## config.mk

```make
export PLATFORM = sky130hd
export DESIGN_NAME = frame_scan_filter
export DESIGN_NICKNAME = d
export VERILOG_FILES = /design/src/hdl/pxl_filter_pkg.sv /design/src/hdl/frame_scan_filter.sv
export SDC_FILE = /design/constraint.sdc
export NUM_CORES = 1
export LEC_CHECK = 0
export ABC_AREA = 1
export CAP_MARGIN = 20
export CELL_PAD_IN_SITES_DETAIL_PLACEMENT = 1
export CELL_PAD_IN_SITES_GLOBAL_PLACEMENT = 1
export CORE_MARGIN = 2
export CORE_UTILIZATION = 28
export CTS_CLUSTER_SIZE = 24
export DETAILED_ROUTE_END_ITERATION = 8
export DONT_BUFFER_PORTS = 1
export GPL_TIMING_DRIVEN = 1
export PLACE_DENSITY_LB_ADDON = 0.1
export SLEW_MARGIN = 20
export SYNTH_ARGS = -nofsm -noshare
export SYNTH_HDL_FRONTEND = slang
export SYNTH_SLANG_ARGS = --single-unit
export TNS_END_PERCENT = 1
```

## constraint.sdc

```tcl
create_clock -name rst -period 2.3 [get_ports rst]
set_input_delay 0.46 -clock rst [delete_from_list [all_inputs] [get_ports rst]]
set_output_delay 0.46 -clock rst [all_outputs]
set_load 0.005 [all_outputs]
```

## src/hdl/pxl_filter_pkg.sv

```systemverilog
// caution: rst is the clock and clk the async active-high reset everywhere; pixel count < 8192
package pxl_filter_pkg;

  // colour channel widths, 4:4:4 rgb
  localparam int NB_RED   = 4;
  localparam int NB_GREEN = 4;
  localparam int NB_BLUE  = 4;
  localparam int NB_PXL   = NB_RED + NB_GREEN + NB_BLUE; // 12 bit pixel word

  // widest pixel address carried in a write port, enough for 80x60
  localparam int PXL_ADDR_MAX = 13;

  // apb side, word addressed
  localparam int PADDR_W = 15;
  localparam int PDATA_W = 32;

  // region lives in paddr[14:13], offset in paddr[12:0]
  localparam logic [1:0] REG_REGION = 2'b00;
  localparam logic [1:0] SRC_REGION = 2'b01; // source frame window
  localparam logic [1:0] RES_REGION = 2'b10; // result frame window, read only

  localparam logic [PXL_ADDR_MAX-1:0] CTRL_ADDR = 13'd0; // wo, bit0 start, bit1 next filter
  localparam logic [PXL_ADDR_MAX-1:0] FILT_ADDR = 13'd1; // rw, mode in bits 2:0
  localparam logic [PXL_ADDR_MAX-1:0] STAT_ADDR = 13'd2; // ro, bit0 busy, bits 3:1 mode

  typedef struct packed {
    logic [NB_RED-1:0]   red;   // top bits
    logic [NB_GREEN-1:0] green;
    logic [NB_BLUE-1:0]  blue;
  } pxl_rgb_t;

  // storage sees raw, filter sees colour fields
  typedef union packed {
    logic [NB_PXL-1:0] raw;
    pxl_rgb_t          rgb;
  } pxl_word_u;

  // one bit per kept channel, r g b from msb down
  typedef enum logic [2:0] {
    FILT_NONE = 3'b000, // pass-through
    FILT_R    = 3'b100,
    FILT_G    = 3'b010,
    FILT_B    = 3'b001,
    FILT_RG   = 3'b110,
    FILT_RB   = 3'b101,
    FILT_GB   = 3'b011,
    FILT_RGB  = 3'b111
  } filter_mode_t;

  typedef struct packed {
    logic               psel;
    logic               penable;
    logic               pwrite;
    logic [PADDR_W-1:0] paddr;
    logic [PDATA_W-1:0] pwdata;
  } apb_req_t; // 50 bits

  typedef struct packed {
    logic [PDATA_W-1:0] prdata;
    logic               pready;
    logic               pslverr;
  } apb_rsp_t; // 34 bits

  typedef struct packed {
    logic                    we;
    logic [PXL_ADDR_MAX-1:0] addr; // upper bits zero for small frames
    pxl_word_u               pxl;
  } pxl_wr_t;

  // fixed step order of the next filter command
  function automatic filter_mode_t next_filter(filter_mode_t mode);
    case (mode)
      FILT_NONE: return FILT_R;
      FILT_R:    return FILT_G;
      FILT_G:    return FILT_B;
      FILT_B:    return FILT_RG;
      FILT_RG:   return FILT_RB;
      FILT_RB:   return FILT_GB;
      FILT_GB:   return FILT_RGB;
      default:   return FILT_NONE; // rgb wraps round
    endcase
  endfunction

endpackage

```

## src/hdl/frame_scan_filter.sv

```systemverilog
// caution: rst is the clock, clk the async active-high reset; one pass of N+2 cycles per start
module frame_scan_filter #(
  parameter int IMG_COLS = 80,
  parameter int IMG_ROWS = 60,
  localparam int N_PXL   = IMG_COLS * IMG_ROWS,
  localparam int ADDR_W  = $clog2(N_PXL)
) (
  input  logic                          rst,
  input  logic                          clk,
  input  logic                          start,
  input  pxl_filter_pkg::filter_mode_t  filter_mode, // held stable by the decoder
  output logic                          busy,
  output logic [ADDR_W-1:0]             scan_addr,   // source read address
  input  pxl_filter_pkg::pxl_word_u     src_pxl,     // one cycle behind scan_addr
  output pxl_filter_pkg::pxl_wr_t       res_wr
);

  localparam logic [ADDR_W-1:0] LAST_ADDR = ADDR_W'(N_PXL - 1);

  logic              rd_run;  // read phase, cycles 1..N
  logic [ADDR_W-1:0] rd_addr;
  logic              wr_run;  // write phase, one behind
  logic [ADDR_W-1:0] wr_addr; // rd_addr delayed for ram latency
  logic              last_rd;
  logic [2:0]        chan_msb;
  logic              keep;

  assign last_rd   = (rd_addr == LAST_ADDR);
  assign scan_addr = rd_addr;
  assign busy      = rd_run || wr_run; // high from cycle 1 through the last write

  always_ff @(posedge rst or posedge clk) begin
    if (clk) begin
      rd_run  <= 1'b0;
      rd_addr <= '0;
      wr_run  <= 1'b0;
      wr_addr <= '0;
    end else begin
      wr_run  <= rd_run;
      wr_addr <= rd_addr;
      if (start && !busy) begin
        rd_run  <= 1'b1; // address 0 goes out next cycle
        rd_addr <= '0;
      end else if (rd_run) begin
        if (last_rd) begin
          rd_run  <= 1'b0;
          rd_addr <= '0;
        end else begin
          rd_addr <= rd_addr + 1'b1;
        end
      end
    end
  end

  // top bit of each channel, same r g b order as the mode
  assign chan_msb = {src_pxl.rgb.red[pxl_filter_pkg::NB_RED-1],
                     src_pxl.rgb.green[pxl_filter_pkg::NB_GREEN-1],
                     src_pxl.rgb.blue[pxl_filter_pkg::NB_BLUE-1]};

  // unselected channels count as set, so FILT_NONE keeps everything
  assign keep = &(chan_msb | ~filter_mode);

  always_comb begin
    res_wr                  = '0;
    res_wr.we               = wr_run;
    res_wr.addr[ADDR_W-1:0] = wr_addr;
    res_wr.pxl              = keep ? src_pxl : '0; // black when rejected
  end

  a_wr_addr_range: assert property (@(posedge rst) disable iff (clk)
    res_wr.we |-> ({19'b0, res_wr.addr} < N_PXL));

  // writes stay inside a pass and never overlap a new start
  a_wr_in_busy: assert property (@(posedge rst) disable iff (clk)
    res_wr.we |-> busy && !start);

endmodule

```

==> results, run 1 <==
- Synthesis instantiated 22 different standard cells from the library.
- The worst slew slack as a fraction of its limit is 0.720.
- Summing all multi-input logic gate instances after layout gives 534 um2.
- The number of placement rows is 25.
- Data on the critical path arrives at its endpoint at 1.10 ns.
- The synthesis-to-finish area growth is 9.44%.
- The via count of the first global-routing pass is 1016.
- The overflow left after global routing is 0.
- Setup repair after global routing left no endpoint under its margin.
- The static power due to leakage is 0.731 nW.
- The count of buffering cells on the critical path with inverters included is 1.
- Synthesis produced a netlist whose cell count is 166.
- The initial antenna violation count is 0.
- Walking the worst path, the cells encountered are inv_1 -> nand2_1 -> nand3_1 -> nor2_1.
- The latest clock arrival within the worst-skew pair is 0.27 ns.
- The post-route clock skew is 0.00485 ns.
- Measured along the x axis, the die boundary spans 73.5 um.
- The xor-xnor portion of the synthesized cell area is 0.0130.
- The fraction of the mapped netlist area in compound gates is 0.0472.
- Ranked by total cell area, the synthesized netlist is headed by sky130_fd_sc_hd__dfrtp_1 (52%), sky130_fd_sc_hd__nand2_1 (15%), sky130_fd_sc_hd__inv_1 (6.9%).
- The placer congestion estimate is 0.735.
- The die is 73.5 um tall.
- The critical path class is input port to output port.
- The share of post-route cells with drive strength above 1 is 0.113.
- The shortest clock period the worst path allows after layout is 1.56 ns.
- The clock root buffer is sky130_fd_sc_hd__clkbuf_8.
- The total design power is 0.910 mW.
- The library cell with the largest summed area after synthesis is sky130_fd_sc_hd__dfrtp_1.
- The routed length on met1 is 1490 um.
- The post-synthesis average cell area is 8.14 um2.
- The cell family with the largest share of critical-path delay is simple AND/OR/NAND/NOR gates.
- The tool flagged a number of max-cap violations equal to 0.
- The post-synthesis net count is 185.
- The overall routing resource usage is 0.121.
- The total via count in the routed design is 1039.
- The setup total negative slack is 0 ns.
- The run finished with clean final reports.
- The layout has 584 filler cells.
- The initial detailed-routing violation count is 20.
- Clock-pin slew was measured on the worst setup and hold paths at 0.10 ns.
- The simple-gate area share of the yosys netlist is 0.326.
- The minimum hold slack is 0.129 ns.
- The pre-antenna-repair detailed-routing pass consisted of 4 iterations.
- The most common cell after layout, fill and taps aside is sky130_fd_sc_hd__nand2_1.
- The area share of the largest cell type after synthesis is 0.519.
- Data on the critical path is required at its endpoint by 1.84 ns.
- The slowest cell on the critical path is sky130_fd_sc_hd__nand3_1.
- The pre-CTS setup slack is 0.734 ns.
- Entering global routing, the biggest net connects 29 pins.
- The final cell area excluding filler cells is 0.00148 mm2.
- The detailed placement HPWL is 2420 um.
- The areal power density over the cells is 616 mW/mm2.
- CTS built an H-tree with a depth of 1.
- The post-synthesis share of cell area spent on full adders, half adders and majority gates is 0.00926.
- The worst setup path is captured at an output port.
- The number of pins exceeding their max-slew limit in the final report is 0.
- For this run, the number of Yosys warnings is 0.
- The first global-routing pass estimated 5010 um of wire.
- The synthesized netlist occupies a cell area of 0.00135 mm2.
- The maximum count of clock buffers along a single path is 2.
- The count of antenna diodes in the layout is 0.
- During placement, the flow inserted port buffers numbering 0.
- The main combinational cell family by area after synthesis is simple AND/OR/NAND/NOR gates.
- The number of cells upsized or downsized after cts is 0.
- The worst setup slack for register-to-register paths is 0.79 ns.
- The maximum ir drop on the vdd rail is 0.000213 V.
- The library cells used most frequently in the layout, excluding fill and tap cells, are sky130_fd_sc_hd__nand2_1 (53), sky130_fd_sc_hd__dfrtp_1 (28), sky130_fd_sc_hd__inv_1 (25), sky130_fd_sc_hd__nor2_1 (19), sky130_fd_sc_hd__nand3_1 (8).
- The mux cell area share after synthesis is 0.
- The total die area is 0.00540 mm2.
- The sum of routed wire length over all layers is 3210 um.
- Pin placement for this block handled 58 I/O pins.
- Counting flops and latches in the post-synthesis netlist gives 28.
- The initial core utilization is 0.288.
- The post-detailed-route wirelength per cell is 14.5 um.
- The post-layout worst setup margin is 0.741 ns.
- The number of clock buffers inserted by TritonCTS is 3.
- The total area inside the core boundary comes to 0.00469 mm2.
- The upper clock frequency limit is 641 MHz.
- The area of placed instances is 0.00141 mm2.
- The clock drives 28 sinks.
- The hold violation total from the final report is 0.
- The pin slew with the least headroom to its limit is 0.419 ns.
- The routed via count divided by cell count is 4.68.
- The buffer count from post-CTS setup fixing is 0.
- Setup violations remaining at the end of the flow were counted as 0.
- After the last flow step, the layout net total stands at 188.
- The detailed-routed wire length on met2 is 1600 um.
- The number of hold buffers added after CTS was 0.
- The CTS tree is yes.
- Of the available clock period, the critical path in the final layout requires 0.678.
- The post-detailed-route count of antenna-violating nets is 0.
- Signal routing reaches up to met4.
- For this run, the slowest stage of the critical path takes 0.30 ns.
- The routed design uses 109 um of met3 wire.
- The critical-path maximum fanout is 12.
- The kind of start point of the critical path is an input port.
- The min-delay analysis places its worst path in the category input port to asynchronous set/reset pin.
- For this run, design rule violations remaining after detail routing come to 0.
- The footprint of the flip-flops and latches is 701 um2.
- The share of the Yosys chip area taken by registers is 0.519.
## flip-flops by register name, summed over array words and instances, names as in the netlist
| name | flops |
|---|---|
| scan_addr | 13 |
| wr_addr | 13 |
| rd_run | 1 |
| wr_run | 1 |
## through the flow
stage / utilization / std cells
after floorplan: - / 166
after global placement: 0.300 / 218
after detailed placement: 0.300 / 218
after CTS: 0.315 / 222
after global routing: 0.315 / 222
final: 0.315 / 222
## kinds of logic (layout without fill, tap and decap cells)
family,count (synthesis),count (layout)
simple gates,95,95
fa+ha+maj,1,1
buf+inv,29,31
flops,28,28
xor+xnor,2,2
compound gates,11,11
## layout make-up
type,count,share of cell area
clock buffers,3,0.0279
clock inverters,1,0.0203
inverters,26,0.0660
multi-input cells,109,0.361
flip-flops and latches,28,0.474
well taps,54,0.0457
repair buffers,1,0.00508
## Yosys cell counts, drive strengths merged
library cell,number
nor2,23
o21ai,9
ha,1
nand3b,1
xnor2,1
clkbuf,1
inv,26
dfrtp,28
nand3,12
nand4,2
xor2,1
o21bai,2
buf,2
nand2,57
## per-layer routing
metal  GRT usage  up-vias
met5           0        -
met3      0.0274        2
met2       0.185       19
met4      0.0364        0
met1       0.169      511
li1            -      507
## power breakdown
| part | switching, mW | internal, mW | leakage [nW] | total [mW] |
|---|---|---|---|---|
| logic | 0.0248 | 0.00700 | 0.347 | 0.0318 |
| clock network | 0.154 | 0.233 | 0.0357 | 0.387 |
| registers | 0 | 0.492 | 0.348 | 0.492 |
| total | 0.179 | 0.732 | 0.731 | 0.910 |
## final timing paths
path | to | from | depth (start not counted)
setup / recovery | res_wr[1] | src_pxl[11] | 4
hold / removal | wr_run$_DFF_PP0_ | clk | 2
setup reg to reg | scan_addr[12]$_DFFE_PP0P_ | scan_addr[0]$_DFFE_PP0P_ | 8
hold reg to reg | wr_run$_DFF_PP0_ | rd_run$_DFF_PP0_ | 0
max in group asynchronous | scan_addr[11]$_DFFE_PP0P_ | clk | 2
min in group rst | rd_run$_DFF_PP0_ | start | 2
No activity file was read; power rests on OpenSTA's default activity.
==> run 2: changes to the inputs <==
Clock period 2.3 ns to 1.6 ns, I/O delays scaled along.
==> results, run 2 (same netlist as run 1, synthesis figures left out) <==
- The endpoint of the worst hold-timing path is rd_run$_DFF_PP0_.
- The remaining design rule violation count is 0 (unchanged).
- The H-tree depth is 1 (unchanged).
- The static power due to leakage came to 0.760 nW (+4.0%).
- The shortest clock period the worst path allows after layout is 1.40 ns.
- The number of placed instances, taps included came to 224 (+2.8%).
- The fraction of power consumed by combinational cells is 0.042 (+0.007).
- The startpoint identified for the worst hold timing path is start.
- STA classifies the critical path startpoint as a flop.
- The startpoint identified for the worst register-to-register timing path is scan_addr[0]$_DFFE_PP0P_.
- The overflow left after global routing is 0 (unchanged).
- The net switching share of the total power is 0.214 (+0.0181).
- The initial core utilization is 0.288 (unchanged).
- The initial detailed-routing violation count is 16 (-20%).
- The worst setup slack for register-to-register paths is 0.20 ns (-0.59 ns).
- The via count of the first global-routing pass is 1173 (+15%).
- The switching power is 0.257 mW (+44%).
- From synthesis to final layout, the design area changed by 12.3%.
- The maximum number of pins on one net before global-route repair is 16 (-45%).
- The areal power density over the cells is 789 mW/mm2 (+28%).
- The wire length of the first global-routing pass is 5610 um (+12%).
- The post-layout worst setup margin is 0.196 ns (-0.544 ns).
- The initial antenna violation count is 0 (unchanged).
- The routed via count divided by cell count is 4.68 (about the same).
- The count of antenna diodes in the layout was 0 (unchanged).
- The clock-pin slew on the worst setup and hold paths is 0.09 ns (about the same).
- The chip width is 73.5 um (unchanged).
- STA classifies the critical path endpoint as a flop.
- In the layout the commonest cells are sky130_fd_sc_hd__nand2_1 (53), sky130_fd_sc_hd__dfrtp_1 (28), sky130_fd_sc_hd__inv_1 (25), sky130_fd_sc_hd__nor2_1 (19), sky130_fd_sc_hd__nand3_1 (8).
- The post-detailed-route wirelength per cell is 14.8 um (+2.5%).
- The post-route clock skew came to 0.00210 ns (-0.00275 ns).
- The maximum ir drop on the vdd rail is 0.000270 V (+27%).
- The number of top-level design ports came to 58 (unchanged).
- The final instance count without filler cells is 229 (+3.2%).
- The number of detailed-routing iterations run before antenna repair came to 4 (unchanged).
- The data required time at the worst endpoint is 1.77 ns (-0.07 ns).
- For this run, the top clock speed supported by timing is 712 MHz.
- The register share of total power is 0.590 (+0.050).
- Setup repair after global routing left no endpoint under its margin.
- The total die area is 0.00540 mm2 (unchanged).
- The core utilization of the finished layout is 0.323 (+0.00827).
- The count of cells along the worst register-to-register path is 8 (unchanged).
- The clock sink count was 28 (unchanged).
- The minimum hold slack is 0.209 ns (+0.0804 ns).
- The number of maximum-capacitance violations is 0 (unchanged).
- The pre-CTS setup slack is 0.175 ns (-0.558 ns).
- The final-stage net count was 195 (+3.7%).
- The total design power is 1.20 mW (+32%).
- The total setup violations reported at the end of the flow is 0 (unchanged).
- The number of cells upsized or downsized after cts is 0 (unchanged).
- The number of placement rows came to 25 (unchanged).
- The CTS tree is yes.
- The detailed placement HPWL is 2650 um (+9.5%).
- The worst register-to-register path ends at scan_addr[1]$_DFFE_PP0P_.
- The number of buffer cells added on primary ports was 0 (unchanged).
- The cell-internal power is 0.941 mW (+29%).
- The clock root buffer is sky130_fd_sc_hd__clkbuf_8.
- The area inside the core boundary is 0.00469 mm2 (unchanged).
- The arrival time of data at the critical path endpoint was 1.58 ns (+0.48 ns).
- The pin slew with the least headroom to its limit came to 0.407 ns (-0.0115 ns).
- Of the available clock period, the critical path in the final layout requires 0.877.
- The total via count in the routed design is 1072 (+3.2%).
- The overall routing resource usage is 0.136 (+0.0151).
- The setup total negative slack is 0 ns (unchanged).
- The worst slew slack as a fraction of its limit is 0.728 (+0.00769).
- The share of post-route cells with drive strength above 1 was 0.143 (+0.0298).
- The placer congestion estimate came to 0.732 (-0.46%).
- The tightest min-delay check is of the input port to flop type.
- The maximum count of clock buffers along a single path is 2 (unchanged).
- The run finished with clean final reports.
- The setup path with the least slack is of type flop to flop.
- The post-detailed-route count of antenna-violating nets is 0 (unchanged).
- The final cell area excluding filler cells is 0.00152 mm2 (+2.6%).
- The part of the power in the clock network is 0.368 (-0.057).
- The library cell used most frequently in the layout, excluding fill and tap cells, is sky130_fd_sc_hd__nand2_1.
- The sum of routed wire length over all layers was 3400 um (+5.7%).
- The chip height is 73.5 um (unchanged).
- The critical-path maximum fanout is 10 (-2).
- The latest clock arrival within the worst-skew pair was 0.27 ns (about the same).
- The number of clock buffers inserted by TritonCTS is 3 (unchanged).
- The number of cells on the worst hold path is 2.
- The area of placed instances was 0.00145 mm2 (+3.2%).
- The hold violation total from the final report is 0 (unchanged).
- The number of pins exceeding their max-slew limit in the final report is 0 (unchanged).
## run 2: power groups by stage
stage	Combinational [mW]	Clock (mW)	Sequential, mW
after global routing	0.0593	0.488	0.707
after floorplan	0.0370	0	0.721
after detailed placement	0.0506	0	0.721
final	0.0499	0.441	0.707
after CTS	0.0525	0.466	0.707
after global placement	0.0485	0	0.721
## run 2: layout make-up
class | count | area [um2]
tap | 54 | 67.6
clock buffer | 4 | 55.1
timing repair buffer | 8 | 62.6
multi-input combinational | 109 | 534
inverter | 26 | 97.6
fill | 589 | 3170
sequential | 28 | 701
## run 2: worst max path at each step
stage | startpoint | slack [ns] | depth (start not counted) | endpoint
after floorplan | scan_addr[0]$_DFFE_PP0P_ | 0.30 | 8 | scan_addr[12]$_DFFE_PP0P_
after global placement | scan_addr[0]$_DFFE_PP0P_ | 0.16 | 8 | scan_addr[12]$_DFFE_PP0P_
after detailed placement | scan_addr[1]$_DFFE_PP0P_ | 0.18 | 8 | scan_addr[1]$_DFFE_PP0P_
after CTS | scan_addr[0]$_DFFE_PP0P_ | 0.15 | 8 | scan_addr[1]$_DFFE_PP0P_
after global routing | scan_addr[0]$_DFFE_PP0P_ | 0.03 | 8 | scan_addr[12]$_DFFE_PP0P_
final | scan_addr[0]$_DFFE_PP0P_ | 0.20 | 8 | scan_addr[1]$_DFFE_PP0P_
## run 2: timing repair
item                                   4_1_cts  5_1_grt
endpoints found under the hold margin       28        0
setup buffers                                0        0
hold buffers                                 1        0
## run 2: worst max-delay path, cell delays in order, from the launching register on
cell and delay (ns):
sky130_fd_sc_hd__dfrtp_1 0.37, sky130_fd_sc_hd__ha_1 0.24, sky130_fd_sc_hd__nand3_2 0.13, sky130_fd_sc_hd__nor2_2 0.14, sky130_fd_sc_hd__nand3_2 0.09, sky130_fd_sc_hd__nand2_4 0.14, sky130_fd_sc_hd__inv_2 0.08, sky130_fd_sc_hd__nand2_1 0.07
sky130_fd_sc_hd__nand2_1 0.05
## run 2: routing by layer
| layer | global-route usage | up-vias | part of all wire |
|---|---|---|---|
| li1 | - | 519 | - |
| met1 | 0.172 | 524 | 0.43 |
| met2 | 0.232 | 25 | 0.52 |
| met3 | 0.0274 | 4 | 0.042 |
| met4 | 0.0424 | 0 | 0.010 |
| met5 | 0 | - | 0 |
