**src/hdl/pxl_filter_pkg.sv**
```systemverilog
// caution: rst is the clock and clk the async active-high reset everywhere; pixel count < 8192
package pxl_filter_pkg;

  // colour channel widths, 4:4:4 rgb
  localparam int NB_RED   = 4;
  localparam int NB_GREEN = 4;
  localparam int NB_BLUE  = 4;
  localparam int NB_PXL   = NB_RED + NB_GREEN + NB_BLUE; // 12 bit pixel word

  // widest pixel address carried in a write port, enough for 80x60
  localparam int PXL_ADDR_MAX = 13;

  // apb side, word addressed
  localparam int PADDR_W = 15;
  localparam int PDATA_W = 32;

  // region lives in paddr[14:13], offset in paddr[12:0]
  localparam logic [1:0] REG_REGION = 2'b00;
  localparam logic [1:0] SRC_REGION = 2'b01; // source frame window
  localparam logic [1:0] RES_REGION = 2'b10; // result frame window, read only

  localparam logic [PXL_ADDR_MAX-1:0] CTRL_ADDR = 13'd0; // wo, bit0 start, bit1 next filter
  localparam logic [PXL_ADDR_MAX-1:0] FILT_ADDR = 13'd1; // rw, mode in bits 2:0
  localparam logic [PXL_ADDR_MAX-1:0] STAT_ADDR = 13'd2; // ro, bit0 busy, bits 3:1 mode

  typedef struct packed {
    logic [NB_RED-1:0]   red;   // top bits
    logic [NB_GREEN-1:0] green;
    logic [NB_BLUE-1:0]  blue;
  } pxl_rgb_t;

  // storage sees raw, filter sees colour fields
  typedef union packed {
    logic [NB_PXL-1:0] raw;
    pxl_rgb_t          rgb;
  } pxl_word_u;

  // one bit per kept channel, r g b from msb down
  typedef enum logic [2:0] {
    FILT_NONE = 3'b000, // pass-through
    FILT_R    = 3'b100,
    FILT_G    = 3'b010,
    FILT_B    = 3'b001,
    FILT_RG   = 3'b110,
    FILT_RB   = 3'b101,
    FILT_GB   = 3'b011,
    FILT_RGB  = 3'b111
  } filter_mode_t;

  typedef struct packed {
    logic               psel;
    logic               penable;
    logic               pwrite;
    logic [PADDR_W-1:0] paddr;
    logic [PDATA_W-1:0] pwdata;
  } apb_req_t; // 50 bits

  typedef struct packed {
    logic [PDATA_W-1:0] prdata;
    logic               pready;
    logic               pslverr;
  } apb_rsp_t; // 34 bits

  typedef struct packed {
    logic                    we;
    logic [PXL_ADDR_MAX-1:0] addr; // upper bits zero for small frames
    pxl_word_u               pxl;
  } pxl_wr_t;

  // fixed step order of the next filter command
  function automatic filter_mode_t next_filter(filter_mode_t mode);
    case (mode)
      FILT_NONE: return FILT_R;
      FILT_R:    return FILT_G;
      FILT_G:    return FILT_B;
      FILT_B:    return FILT_RG;
      FILT_RG:   return FILT_RB;
      FILT_RB:   return FILT_GB;
      FILT_GB:   return FILT_RGB;
      default:   return FILT_NONE; // rgb wraps round
    endcase
  endfunction

endpackage

```
**src/hdl/apb_reg_decode.sv**
```systemverilog
// caution: rst is the clock, clk the async active-high reset; word addressed apb, no pstrb
module apb_reg_decode #(
  parameter int IMG_COLS = 80,
  parameter int IMG_ROWS = 60,
  localparam int N_PXL   = IMG_COLS * IMG_ROWS,
  localparam int ADDR_W  = $clog2(N_PXL)
) (
  input  logic                          rst,
  input  logic                          clk,
  input  pxl_filter_pkg::apb_req_t      apb_req,
  output pxl_filter_pkg::apb_rsp_t      apb_rsp,
  input  logic                          busy,         // frame pass running
  output logic                          start,        // one cycle pulse
  output pxl_filter_pkg::filter_mode_t  filter_mode,
  output pxl_filter_pkg::pxl_wr_t       src_wr,
  output logic [ADDR_W-1:0]             host_rd_addr, // shared by both windows
  input  pxl_filter_pkg::pxl_word_u     src_rd_pxl,
  input  pxl_filter_pkg::pxl_word_u     res_rd_pxl
);

  localparam int AW_MAX = pxl_filter_pkg::PXL_ADDR_MAX;

  logic              access;    // psel and penable
  logic [1:0]        region;
  logic [AW_MAX-1:0] offset;
  logic              in_reg, in_src, in_res;
  logic              out_of_range;
  logic              err;
  logic              win_rd;    // window read, needs the wait state
  logic              wait_done; // second access cycle of a window read
  logic              pready;
  logic              wr_ok;     // write that takes effect this cycle
  logic [31:0]       rdata;

  assign access = apb_req.psel && apb_req.penable;
  assign region = apb_req.paddr[pxl_filter_pkg::PADDR_W-1 -: 2];
  assign offset = apb_req.paddr[AW_MAX-1:0];
  assign in_reg = (region == pxl_filter_pkg::REG_REGION);
  assign in_src = (region == pxl_filter_pkg::SRC_REGION);
  assign in_res = (region == pxl_filter_pkg::RES_REGION);
  assign out_of_range = ({19'b0, offset} >= N_PXL);

  // error rules, state left untouched on any of these
  always_comb begin
    case (region)
      pxl_filter_pkg::REG_REGION:
        err = apb_req.pwrite && busy &&
              (offset == pxl_filter_pkg::CTRL_ADDR || offset == pxl_filter_pkg::FILT_ADDR);
      pxl_filter_pkg::SRC_REGION: err = out_of_range || (apb_req.pwrite && busy);
      pxl_filter_pkg::RES_REGION: err = out_of_range || apb_req.pwrite; // read only window
      default:                    err = 1'b1; // region 11 unused
    endcase
  end

  assign win_rd = !apb_req.pwrite && (in_src || in_res) && !err;
  assign pready = access && (!win_rd || wait_done); // regs and errors finish at once
  assign wr_ok  = pready && apb_req.pwrite && !err;

  // ram read issued from the address, data valid one cycle on
  assign host_rd_addr = offset[ADDR_W-1:0];

  always_comb begin
    src_wr         = '0;
    src_wr.we      = wr_ok && in_src; // lands in the first access cycle
    src_wr.addr    = offset;
    src_wr.pxl.raw = apb_req.pwdata[pxl_filter_pkg::NB_PXL-1:0];
  end

  always_comb begin
    rdata = '0;
    if (in_reg && offset == pxl_filter_pkg::FILT_ADDR) rdata[2:0] = filter_mode;
    if (in_reg && offset == pxl_filter_pkg::STAT_ADDR) rdata[3:0] = {filter_mode, busy};
    if (in_src) rdata[pxl_filter_pkg::NB_PXL-1:0] = src_rd_pxl.raw;
    if (in_res) rdata[pxl_filter_pkg::NB_PXL-1:0] = res_rd_pxl.raw; // unstable while busy
  end

  assign apb_rsp.prdata  = rdata;
  assign apb_rsp.pready  = pready;
  assign apb_rsp.pslverr = pready && err;

  always_ff @(posedge rst or posedge clk) begin
    if (clk) begin
      wait_done   <= 1'b0;
      start       <= 1'b0;
      filter_mode <= pxl_filter_pkg::FILT_NONE;
    end else begin
      wait_done <= access && win_rd && !wait_done;
      // err already blocks ctrl while busy
      start <= wr_ok && in_reg && offset == pxl_filter_pkg::CTRL_ADDR && apb_req.pwdata[0];
      if (wr_ok && in_reg && offset == pxl_filter_pkg::FILT_ADDR) begin
        filter_mode <= pxl_filter_pkg::filter_mode_t'(apb_req.pwdata[2:0]);
      end else if (wr_ok && in_reg && offset == pxl_filter_pkg::CTRL_ADDR &&
                   apb_req.pwdata[1]) begin
        filter_mode <= pxl_filter_pkg::next_filter(filter_mode); // step the sequence
      end
    end
  end

  // completion only after a setup cycle, window reads one access cycle later
  a_pready_in_access: assert property (@(posedge rst) disable iff (clk)
    apb_rsp.pready |-> $past(apb_req.psel) && (!win_rd || $past(access)));

  a_no_start_busy: assert property (@(posedge rst) disable iff (clk)
    $rose(start) |-> !busy);

endmodule

```
**config.mk**
```make
export PLATFORM = sky130hd
export DESIGN_NAME = apb_reg_decode
export DESIGN_NICKNAME = d
export VERILOG_FILES = /design/src/hdl/pxl_filter_pkg.sv /design/src/hdl/apb_reg_decode.sv
export SDC_FILE = /design/constraint.sdc
export NUM_CORES = 1
export LEC_CHECK = 0
export ABC_AREA = 1
export BUFFER_PORTS_ARGS = -buffer_cell sky130_fd_sc_hd__buf_2
export CORE_ASPECT_RATIO = 1.5
export CORE_MARGIN = 2
export CORE_UTILIZATION = 27
export CTS_CLUSTER_DIAMETER = 120
export DETAILED_ROUTE_END_ITERATION = 16
export PLACE_DENSITY = 0.78
export SYNTH_ARGS = -nofsm -noshare
export SYNTH_HDL_FRONTEND = slang
export SYNTH_SLANG_ARGS = --single-unit
```
**constraint.sdc**
```tcl
create_clock -name rst -period 1 [get_ports rst]
set_input_delay 0.05 -clock rst [delete_from_list [all_inputs] [get_ports rst]]
set_output_delay 0.05 -clock rst [all_outputs]
set_load 0.01 [all_outputs]
```
==> results of run 1 <==
## placed cells by master (no fill, tap or decap), types with 7 or more instances in the layout
cell type and count:
buf_2 83, buf_4 28, buf_6 24, conb_1 20, inv_1 15, nand2_1 39
nand2_2 9, nand3_1 17, nand3_2 7, nor2_4 9
## layout make-up
| cell class | instances | area share, % |
|---|---|---|
| clock buffer | 4 | 2.01 |
| inverter | 21 | 3.97 |
| multi-input combinational | 140 | 42.3 |
| sequential | 5 | 5.60 |
| tap | 64 | 3.58 |
| timing repair buffer | 139 | 42.5 |
## sequential cells by signal, indices dropped and copies added, names as in the netlist
| signal | flops |
|---|---|
| wait_done | 1 |
| filter_mode | 3 |
| start | 1 |
## metal layers
metal | up-vias | GRT usage (%)
met5 | - | 0
met4 | 0 | 6.06
met3 | 14 | 2.78
met2 | 81 | 29.2
met1 | 733 | 13.0
li1 | 777 | -
## metrics by stage
step / setup TNS, ns / std cells
floorplan: -1.11 / 228
global placement: -5.75 / 356
detailed placement: -6.12 / 356
CTS: -3.55 / 370
global route: -5.21 / 373
finish: -3.49 / 373
## worst paths after layout
kind / end / start / cells past startpoint
max: filter_mode[1] / apb_req[44] / 13
min: start / apb_req[0] / 3
max reg2reg: filter_mode[0] / wait_done / 7
min reg2reg: filter_mode[0] / filter_mode[0] / 3
max in group asynchronous: wait_done / clk / 3
min in group asynchronous: filter_mode[1] / clk / 3
## critical path: cells and delay by family
kind / cells / cell delay (ns)
simple gates: 11 / 1.20
buf+inv: 2 / 0.21
## power by group
group	leakage, uW	internal (uW)	total [uW]	switching, uW
clock network	0.0000228	275	386	111
logic	0.00117	354	725	370
registers	0.0000698	205	205	0.418
total	0.00126	833	1320	482
## repair_timing
item                                    CTS  global route
endpoints found under the setup margin   20            23
resized for setup                        45            48
pin swaps                                28            31
gates cloned                              1             0
hold buffers                              1             0
buffers inserted                          9             5
endpoints found under the hold margin     5             0
## cell families after synthesis
kind of cell / share of synthesized area, %
other cells: 0.292
fa+ha+maj: 3.90
simple gates: 39.8
flops: 9.76
xor+xnor: 1.37
buf+inv: 41.6
compound gates: 3.32
==> key figures, run 1 <==
Clock tree
  • Clock sink total: 5
  • Root buffer cell: clkbuf_8
  • # H-tree levels: 1
  • Clock Path Buffers: 2
  • Clock Latency Late Sink: 0.23 ns
  • Clk slew on worst S/H paths: about 0.040 ns
  • CTS buffer count: 3
  • CTS tree: done

Floorplanning
  • Chip width: 60.3 um
  • I/O pins: ~150
  • CORE AREA: approximately 4500 um2
  • Initial Util: between 20% and 30%
  • Die H: 88.4 um
  • Number of core rows: 30
  • Die area: roughly 5300 um2

Status
  • Status: finished, violations left
  • Failing checks: negative setup slack

Routing
  • Drt total wl: roughly 4100 um
  • Max Used Layer: met4
  • Met3 wire len: approximately 320 um
  • Remaining DRCs: 0
  • Vias after detailed routing: roughly 1.6k
  • WL met2: roughly 2400 um
  • TritonRoute pass-1 iters: 4
  • Post-route ant nets: 0
  • WL/cell: 11.1 um
  • First-iteration detailed-routing DRC count: 27
  • WL met1: roughly 1300 um
  • Via density per instance: 4.30

STA
  • RSZ-0062 raised after global routing: true
  • Fmax achieved: between 700 and 800 MHz
  • Fin. max-slew vios: 0
  • Final Hold Fails: 0
  • Tcrit/Tclk final: 136%
  • WHS: between 0.06 and 0.07 ns
  • Final worst setup slack: -0.364 ns
  • Min cycle time layout: between 1 and 1.5 ns
  • Setup violations, final: 21
  • Final setup skew: approximately 0.0014 ns

Worst setup path
  • Worst path max stage delay: between 0.2 and 0.3 ns
  • WP data arrival: about 1.5 ns
  • Worst setup path class: input pin to register
  • Req. time, crit path: approximately 1.1 ns
  • Worst path slowest cell: or2_4
  • Crit-path cells: buf_6 > or2_4 > nor2_4 > nand2_2 > nand2_2 > nand2_4 > nand4_4 > nand2_4 > buf_6 > nor2_4 > nand3_4 > nand3_2 > nand3_2
  • Worst setup EP type: register
  • Worst reg2reg setup slack: -0.27 ns
  • Startpoint type of the worst setup path: input pin
  • Crit path max fanout: 4

Layout
  • Final Net Count: 391
  • # fillers: 445
  • Multi-input gate area: around 950 um2
  • Sequential cell area: approximately 130 um2
  • Share of cells above drive strength 1: 62.5%
  • Ant. Diodes: 0
  • Core Util, Final: 49.2%
  • Syn-to-layout area delta: 74.3%
  • Design area: roughly 2200 um2

Placed design
  • Final RePlAce weighted congestion: 0.790
  • Area after DPL: 1740 um2
  • Hpwl dp: 3020 um
  • PortBufs: 95
  • Pre-CTS setup slack: -0.529 ns

Yosys
  • Cell count after synthesis: 209
  • Main flop type after synthesis: dfrtp_1
  • Largest cells by area after synthesis: buf_4, nand2_1, nand3_1
  • Post-Syn Area per Cell: 6.14 um2
  • Number of synthesized register bits: 5
  • Ys Warns: 0
  • Synthesized cell area: roughly 1300 um2
  • Synth top area share: 34.5%
  • Post-synth EDFFs: 0
  • Asr flop ratio synth: 100%
  • Cell taking the most area after synthesis: buf_4
  • Cell with the most instances after synthesis: buf_4
  • Sequential area share after synthesis: 9.76%
  • Synth cell types: 22
  • Most frequent cells after synthesis: buf_4, nand2_1, nand3_1, inv_1, nor2_1

Power
  • Peak VDD IR: about 0.36 mV
  • Leakage: roughly 0.0013 uW
  • Total power: between 1000 and 1500 uW
  • Pwr/cell area: about 590 nW/um2

Global routing
  • Total global routing overflow: 0
  • Largest net degree at the start of global routing: 13
  • Vias in the first global route: ~1.5k
  • Initial antenna violation count: 0
  • Total GRT Usage: ~14%
  • First-pass GRT wire length: approximately 6000 um

Hold path
  • Worst hold path type: input pin to register

Flow run
  • Maxcap violations: 0
(Power assumes the default switching activity.)
==> run 2, diff against run 1 <==
--- a/config.mk
+++ b/config.mk
@@ -6,13 +6,14 @@
 export NUM_CORES = 1
 export LEC_CHECK = 0
 export ABC_AREA = 1
+export ABC_CLOCK_PERIOD_IN_PS = 1000
 export BUFFER_PORTS_ARGS = -buffer_cell sky130_fd_sc_hd__buf_2
 export CORE_ASPECT_RATIO = 1.5
 export CORE_MARGIN = 2
 export CORE_UTILIZATION = 27
 export CTS_CLUSTER_DIAMETER = 120
 export DETAILED_ROUTE_END_ITERATION = 16
-export PLACE_DENSITY = 0.78
+export PLACE_DENSITY = 0.71
 export SYNTH_ARGS = -nofsm -noshare
 export SYNTH_HDL_FRONTEND = slang
 export SYNTH_SLANG_ARGS = --single-unit
==> run 2 against run 1 <==
- the run still ends with negative setup slack left
- worst setup slack worse by 0.012 ns
- cell area up 1.0%
- sequential power hardly changed
- first-iteration DRC count decreased by 7.4%
- die area stayed put
- clock-buffer cell count did not move
- routed wire length rose by 3.5%
- flip-flop and latch count is the same
- utilization rose by 0.50 points
- critical path type is now input pin to output port
- critical endpoint is now src_wr[25]
- largest power group unchanged
==> key figures, run 2 (synthesized netlist as in run 1, its figures left out) <==
Routing
  • Remaining DRCs: 0
  • WL/cell: between 10 and 15 um
  • Vias after detailed routing: about 1.6k
  • Via density per instance: ~4.3
  • First-iteration detailed-routing DRC count: 25
  • Drt total wl: between 4000 and 5000 um
  • TritonRoute pass-1 iters: 4
  • Post-route ant nets: 0

Floorplanning
  • Initial Util: between 20 and 30%
  • Chip width: about 60 um
  • Die H: between 80 and 90 um
  • Number of core rows: 30
  • CORE AREA: 4540 um2
  • I/O pins: 154
  • Die area: ~5300 um2

Layout
  • Share of cells above drive strength 1: a little over three fifths
  • Most frequent cells in the layout: buf_2, nand2_1, buf_6, buf_4, conb_1
  • Syn-to-layout area delta: 76.1%
  • Final Net Count: 388
  • Largest Register: filter_mode
  • Most common cell after layout, fill and taps aside: buf_2
  • Biggest regs: filter_mode: 3 flops, start: 1 flops, wait_done: 1 flops
  • Max reg flops: 3
  • Core Util, Final: around half
  • Ant. Diodes: 0

Placed design
  • Final RePlAce weighted congestion: between 0.7 and 0.8
  • Hpwl dp: a little over 3000 um
  • Pre-CTS setup slack: -0.527 ns
  • PortBufs: 95

STA
  • Final worst setup slack: -0.376 ns
  • Final Hold Fails: 0
  • Fin. max-slew vios: 0
  • RSZ-0062 raised after global routing: true
  • Setup violations, final: 20
  • Min cycle time layout: 1.38 ns
  • Tcrit/Tclk final: 138%
  • Fmax achieved: slightly above 700 MHz
  • Final setup skew: between 0.0003 and 0.0004 ns

Worst setup path
  • Worst path max stage delay: 0.23 ns
  • Critical path capture point: src_wr[25]
  • Top delay family on crit path: simple AND/OR/NAND/NOR gates
  • Worst path slowest cell: nor3b_2
  • CP Launch Point: apb_req[45]
  • WP data arrival: approximately 1.3 ns
  • Worst setup path class: input pin to output port
  • RR Endpoint: filter_mode[0]
  • Startpoint type of the worst setup path: input pin
  • Worst-case reg-to-reg path depth: 7
  • Worst reg2reg setup slack: -0.24 ns
  • Sum of buffers and inverters on the critical path: 4
  • Reg2reg start: wait_done
  • Crit-path cells: buf_8 > inv_4 > buf_6 > ha_4 > o21ai_2 > nand2_1 > nand2_2 > nand4_1 > nor3b_2 > buf_2
  • Worst setup EP type: output port
  • Critical path depth: 10
  • Crit path max fanout: 3
  • Req. time, crit path: ~0.95 ns

Global routing
  • First-pass GRT wire length: between 5000 and 6000 um
  • GRT met2 Usage: a little under a third
  • GR Util met3: under 10%
  • Initial antenna violation count: 0
  • GRT busiest layer: met2
  • Largest net degree at the start of global routing: 11
  • M1 GR Usage: 12.4%
  • Total GRT Usage: roughly 15%
  • Vias in the first global route: about 1.4k
  • Total global routing overflow: 0

Clock tree
  • Clock Latency Late Sink: ~0.23 ns
  • Clk slew on worst S/H paths: around 0.040 ns
  • Clock Path Buffers: 2
  • CTS buffer count: 3
  • Clock sink total: 5
  • CTS tree: done
  • # H-tree levels: 1
  • Root buffer cell: clkbuf_8

Power
  • Total power: ~1300 uW
  • Pwr/cell area: 584 nW/um2
  • Leakage: ~0.0013 uW
  • Peak VDD IR: between 0.2 and 0.3 mV

Hold path
  • Worst hold path type: input pin to register

Status
  • Failing checks: negative setup slack
  • Status: finished, violations left

Flow run
  • Maxcap violations: 0
run 2: cell count changes in the layout (fill, tap and decap cells not counted), sizes merged:
| cell | change |
|---|---|
| clkinvlp | +2 |
| buf | -4 |
| inv | -1 |
run 2: worst min-delay path by stage:
stage / startpoint / endpoint / slack, ns / depth (start not counted)
2_1_floorplan: clk / filter_mode[0] / -0.17 / 1
3_3_place_gp: clk / start / -0.04 / 2
3_5_place_dp: clk / start / -0.04 / 2
4_1_cts: apb_req[0] / start / 0.05 / 3
5_1_grt: apb_req[0] / start / 0.09 / 3
6_report: apb_req[0] / start / 0.06 / 3
run 2: final cells by class:
| type | count | area [um2] |
|---|---|---|
| multi-input combinational | 140 | 953 |
| tap | 64 | 80.1 |
| timing repair inverter | 1 | 7.51 |
| timing repair buffer | 135 | 956 |
| sequential | 5 | 126 |
| clock buffer | 4 | 45.0 |
| inverter | 21 | 90.1 |
| fill | 459 | 2280 |
run 2: worst register-to-register path: stages, from the launching register on:
cell,delay [ns]
dfrtp_1,0.36
nor2_2,0.12
nand4_4,0.17
buf_6,0.15
nand4_1,0.13
nor2_2,0.06
nand2_1,0.07
nand3_1,0.06
run 2: metal layers:
metal | share of wire (%) | wire length [um]
met4 | 2.7 | 115
met3 | 8.2 | 349
met2 | 58 | 2490
met1 | 31 | 1310
met5 | 0 | 0
run 2: metrics by stage:
stage	TNS (ns)	cell area, um2	instances	hold WS (ns)
after floorplan	-1.11	1410	228	-0.171
after global placement	-6.40	1710	352	-0.0431
after detailed placement	-6.97	1710	352	-0.0371
after CTS	-3.78	2090	368	0.0518
after global routing	-5.80	2260	370	0.0853
final	-4.29	2260	370	0.0597
run 2: report_power, final:
part | internal [uW] | total, uW | switching [uW] | leakage, uW
clock network | 275 | 389 | 114 | 0.0000228
registers | 205 | 205 | 0.442 | 0.0000681
logic | 350 | 726 | 376 | 0.00117
total | 829 | 1320 | 491 | 0.00126
run 2: repair_timing:
item | in CTS | in global routing
hold endpoints to repair | 5 | 0
setup buffers | 10 | 9
pin swaps | 24 | 31
gates resized for setup | 54 | 50
hold buffers | 1 | 0
cloned | 2 | 0
setup endpoints to repair | 21 | 23
==> run 3, diff against run 2 <==
--- a/config.mk
+++ b/config.mk
@@ -9,7 +9,7 @@
 export ABC_CLOCK_PERIOD_IN_PS = 1000
 export BUFFER_PORTS_ARGS = -buffer_cell sky130_fd_sc_hd__buf_2
 export CORE_ASPECT_RATIO = 1.5
-export CORE_MARGIN = 2
+export CORE_MARGIN = 1.5
 export CORE_UTILIZATION = 27
 export CTS_CLUSTER_DIAMETER = 120
 export DETAILED_ROUTE_END_ITERATION = 16
==> run 3 against run 2 <==
- the flow still finishes with violations (negative setup slack)
- die area is 2.8% lower
- largest power group unchanged
- sequential share of layout area is 0.12 points higher
- routed wire length is 3.3% lower
- fmax is 4.6% higher
- worst hold slack better by 0.0046 ns
- cell area is 1.1% lower
==> key figures, run 3 (synthesized netlist as in run 1, its figures left out) <==
Floorplanning
  • Chip width: a little under 60 um
  • Number of core rows: 30
  • Initial Util: ~28%
  • CORE AREA: between 4000 and 5000 um2
  • Die area: approximately 5200 um2
  • I/O pins: 154
  • Die H: 87.4 um

Power
  • Peak VDD IR: slightly above 0.4 mV
  • Leakage: 0.00125 uW
  • Total power: roughly 1300 uW
  • Pwr/cell area: 585 nW/um2

Routing
  • Via density per instance: slightly above 4
  • Post-route ant nets: 0
  • WL/cell: roughly 11 um
  • Remaining DRCs: 0
  • Drt total wl: between 4000 and 5000 um
  • First-iteration detailed-routing DRC count: 30
  • TritonRoute pass-1 iters: 4
  • Vias after detailed routing: 1538

Worst setup path
  • Req. time, crit path: roughly 1.1 ns
  • CP Launch Point: apb_req[44]
  • Worst path slowest cell: or2_4
  • WP data arrival: ~1.4 ns
  • Crit path max fanout: 4
  • Startpoint type of the worst setup path: input pin
  • Reg2reg start: wait_done
  • Worst setup EP type: register
  • Worst reg2reg setup slack: -0.28 ns
  • Worst-case reg-to-reg path depth: 9
  • Worst path max stage delay: 0.24 ns
  • Critical path depth: 13
  • Crit-path cells: buf_6 > or2_4 > nor2_4 > nand2_2 > nand2_2 > nand2_4 > nand4_4 > nand2_4 > buf_6 > nor2_4 > nand3_4 > nand3_2 > nand3_2
  • Top delay family on crit path: simple AND/OR/NAND/NOR gates
  • RR Endpoint: filter_mode[2]
  • Sum of buffers and inverters on the critical path: 2
  • Worst setup path class: input pin to register
  • Critical path capture point: filter_mode[0]

Global routing
  • First-pass GRT wire length: 6090 um
  • GR Util met3: around 2.4%
  • Initial antenna violation count: 0
  • GRT busiest layer: met2
  • GRT met2 Usage: a little under a third
  • Total global routing overflow: 0
  • Largest net degree at the start of global routing: 14
  • Total GRT Usage: about 15%
  • Vias in the first global route: 1459
  • M1 GR Usage: between 10 and 15%

Clock tree
  • Clock Latency Late Sink: around 0.23 ns
  • Clk slew on worst S/H paths: around 0.04 ns
  • Root buffer cell: clkbuf_8
  • Clock sink total: 5
  • CTS tree: done
  • CTS buffer count: 3
  • Clock Path Buffers: 2
  • # H-tree levels: 1

STA
  • Final setup skew: around 0.0019 ns
  • Final worst setup slack: -0.316 ns
  • Tcrit/Tclk final: 132%
  • Setup violations, final: 19
  • RSZ-0062 raised after global routing: true
  • Min cycle time layout: roughly 1.3 ns
  • Final Hold Fails: 0
  • WHS: 0.0644 ns
  • Fin. max-slew vios: 0
  • Fmax achieved: 760 MHz

Layout
  • Biggest regs: filter_mode: 3 flops, start: 1 flops, wait_done: 1 flops
  • Max reg flops: 3
  • Largest Register: filter_mode
  • Ant. Diodes: 0
  • Most common cell after layout, fill and taps aside: buf_2
  • Share of cells above drive strength 1: a little under two thirds
  • Final Net Count: 389
  • Most frequent cells in the layout: buf_2, nand2_1, buf_4, conb_1, buf_6
  • Syn-to-layout area delta: 74.1%
  • Post-Layout Cell Count: 371

Placed design
  • Hpwl dp: slightly below 3000 um
  • Pre-CTS setup slack: -0.511 ns
  • Final RePlAce weighted congestion: roughly 0.79
  • Placed insts: approximately 350
  • PortBufs: 95

Hold path
  • Worst Min Path Start: apb_req[0]
  • Worst hold path type: input pin to register

Status
  • Failing checks: negative setup slack
  • Status: finished, violations left

Flow run
  • Maxcap violations: 0
-- run 3: changes by cell type in the layout (fill, tap and decap cells not counted), moves of 3 or more --
cell / previous run / this run
buf_6: 26 / 18
buf_2: 80 / 84
buf_4: 24 / 28
buf_8: 3 / 6
nand3_1: 14 / 11
nand3_2: 11 / 14
-- run 3: final cells by class --
class,count,area [um2]
Timing Repair Buffer,137,933
Multi-Input combinational cell,140,953
Clock buffer,4,45.0
Tap cell,64,80.1
Inverter,21,93.8
Sequential cell,5,128
Fill cell,459,2310
-- run 3: per-layer routing --
metal  vias up  wire [um]  share of wire, %
li1        774          -                 -
met1       682       1280                31
met2        76       2430                59
met3         6        319               7.7
met4         0         97               2.4
met5         -          0                 0
-- run 3: per-stage QoR --
step | TNS (ns) | area, um2 | utilization [%]
global route | -4.28 | 2230 | 49.2
CTS | -4.13 | 2100 | 46.2
global placement | -5.72 | 1730 | 38.0
detailed placement | -6.14 | 1730 | 38.0
floorplan | -1.11 | 1410 | -
finish | -2.69 | 2230 | 49.2
-- run 3: how the worst min path moves through the flow --
stage | end | slack, ns | cells after the start
after floorplan | filter_mode[0] | -0.17 | 1
after global placement | start | -0.04 | 2
after detailed placement | start | -0.04 | 2
after CTS | start | 0.07 | 3
after global routing | start | 0.08 | 3
final | start | 0.06 | 3
-- run 3: tightest hold or removal path, stage by stage --
cell	delay, ns
buf_2	0.11
inv_1	0.06
nor2_2	0.04
-- run 3: power by group --
part / internal (uW) / switching [uW] / total, uW
combinational: 341 / 371 / 713
sequential: 204 / 0.543 / 205
clock: 275 / 113 / 388
-- run 3: what timing repair did --
| item | in CTS | in global routing |
|---|---|---|
| hold buffers | 1 | 0 |
| buffers inserted | 11 | 4 |
| pin swaps | 27 | 33 |
| resized for setup | 61 | 37 |
| endpoints found under the hold margin | 5 | 0 |
| setup endpoints to repair | 22 | 22 |
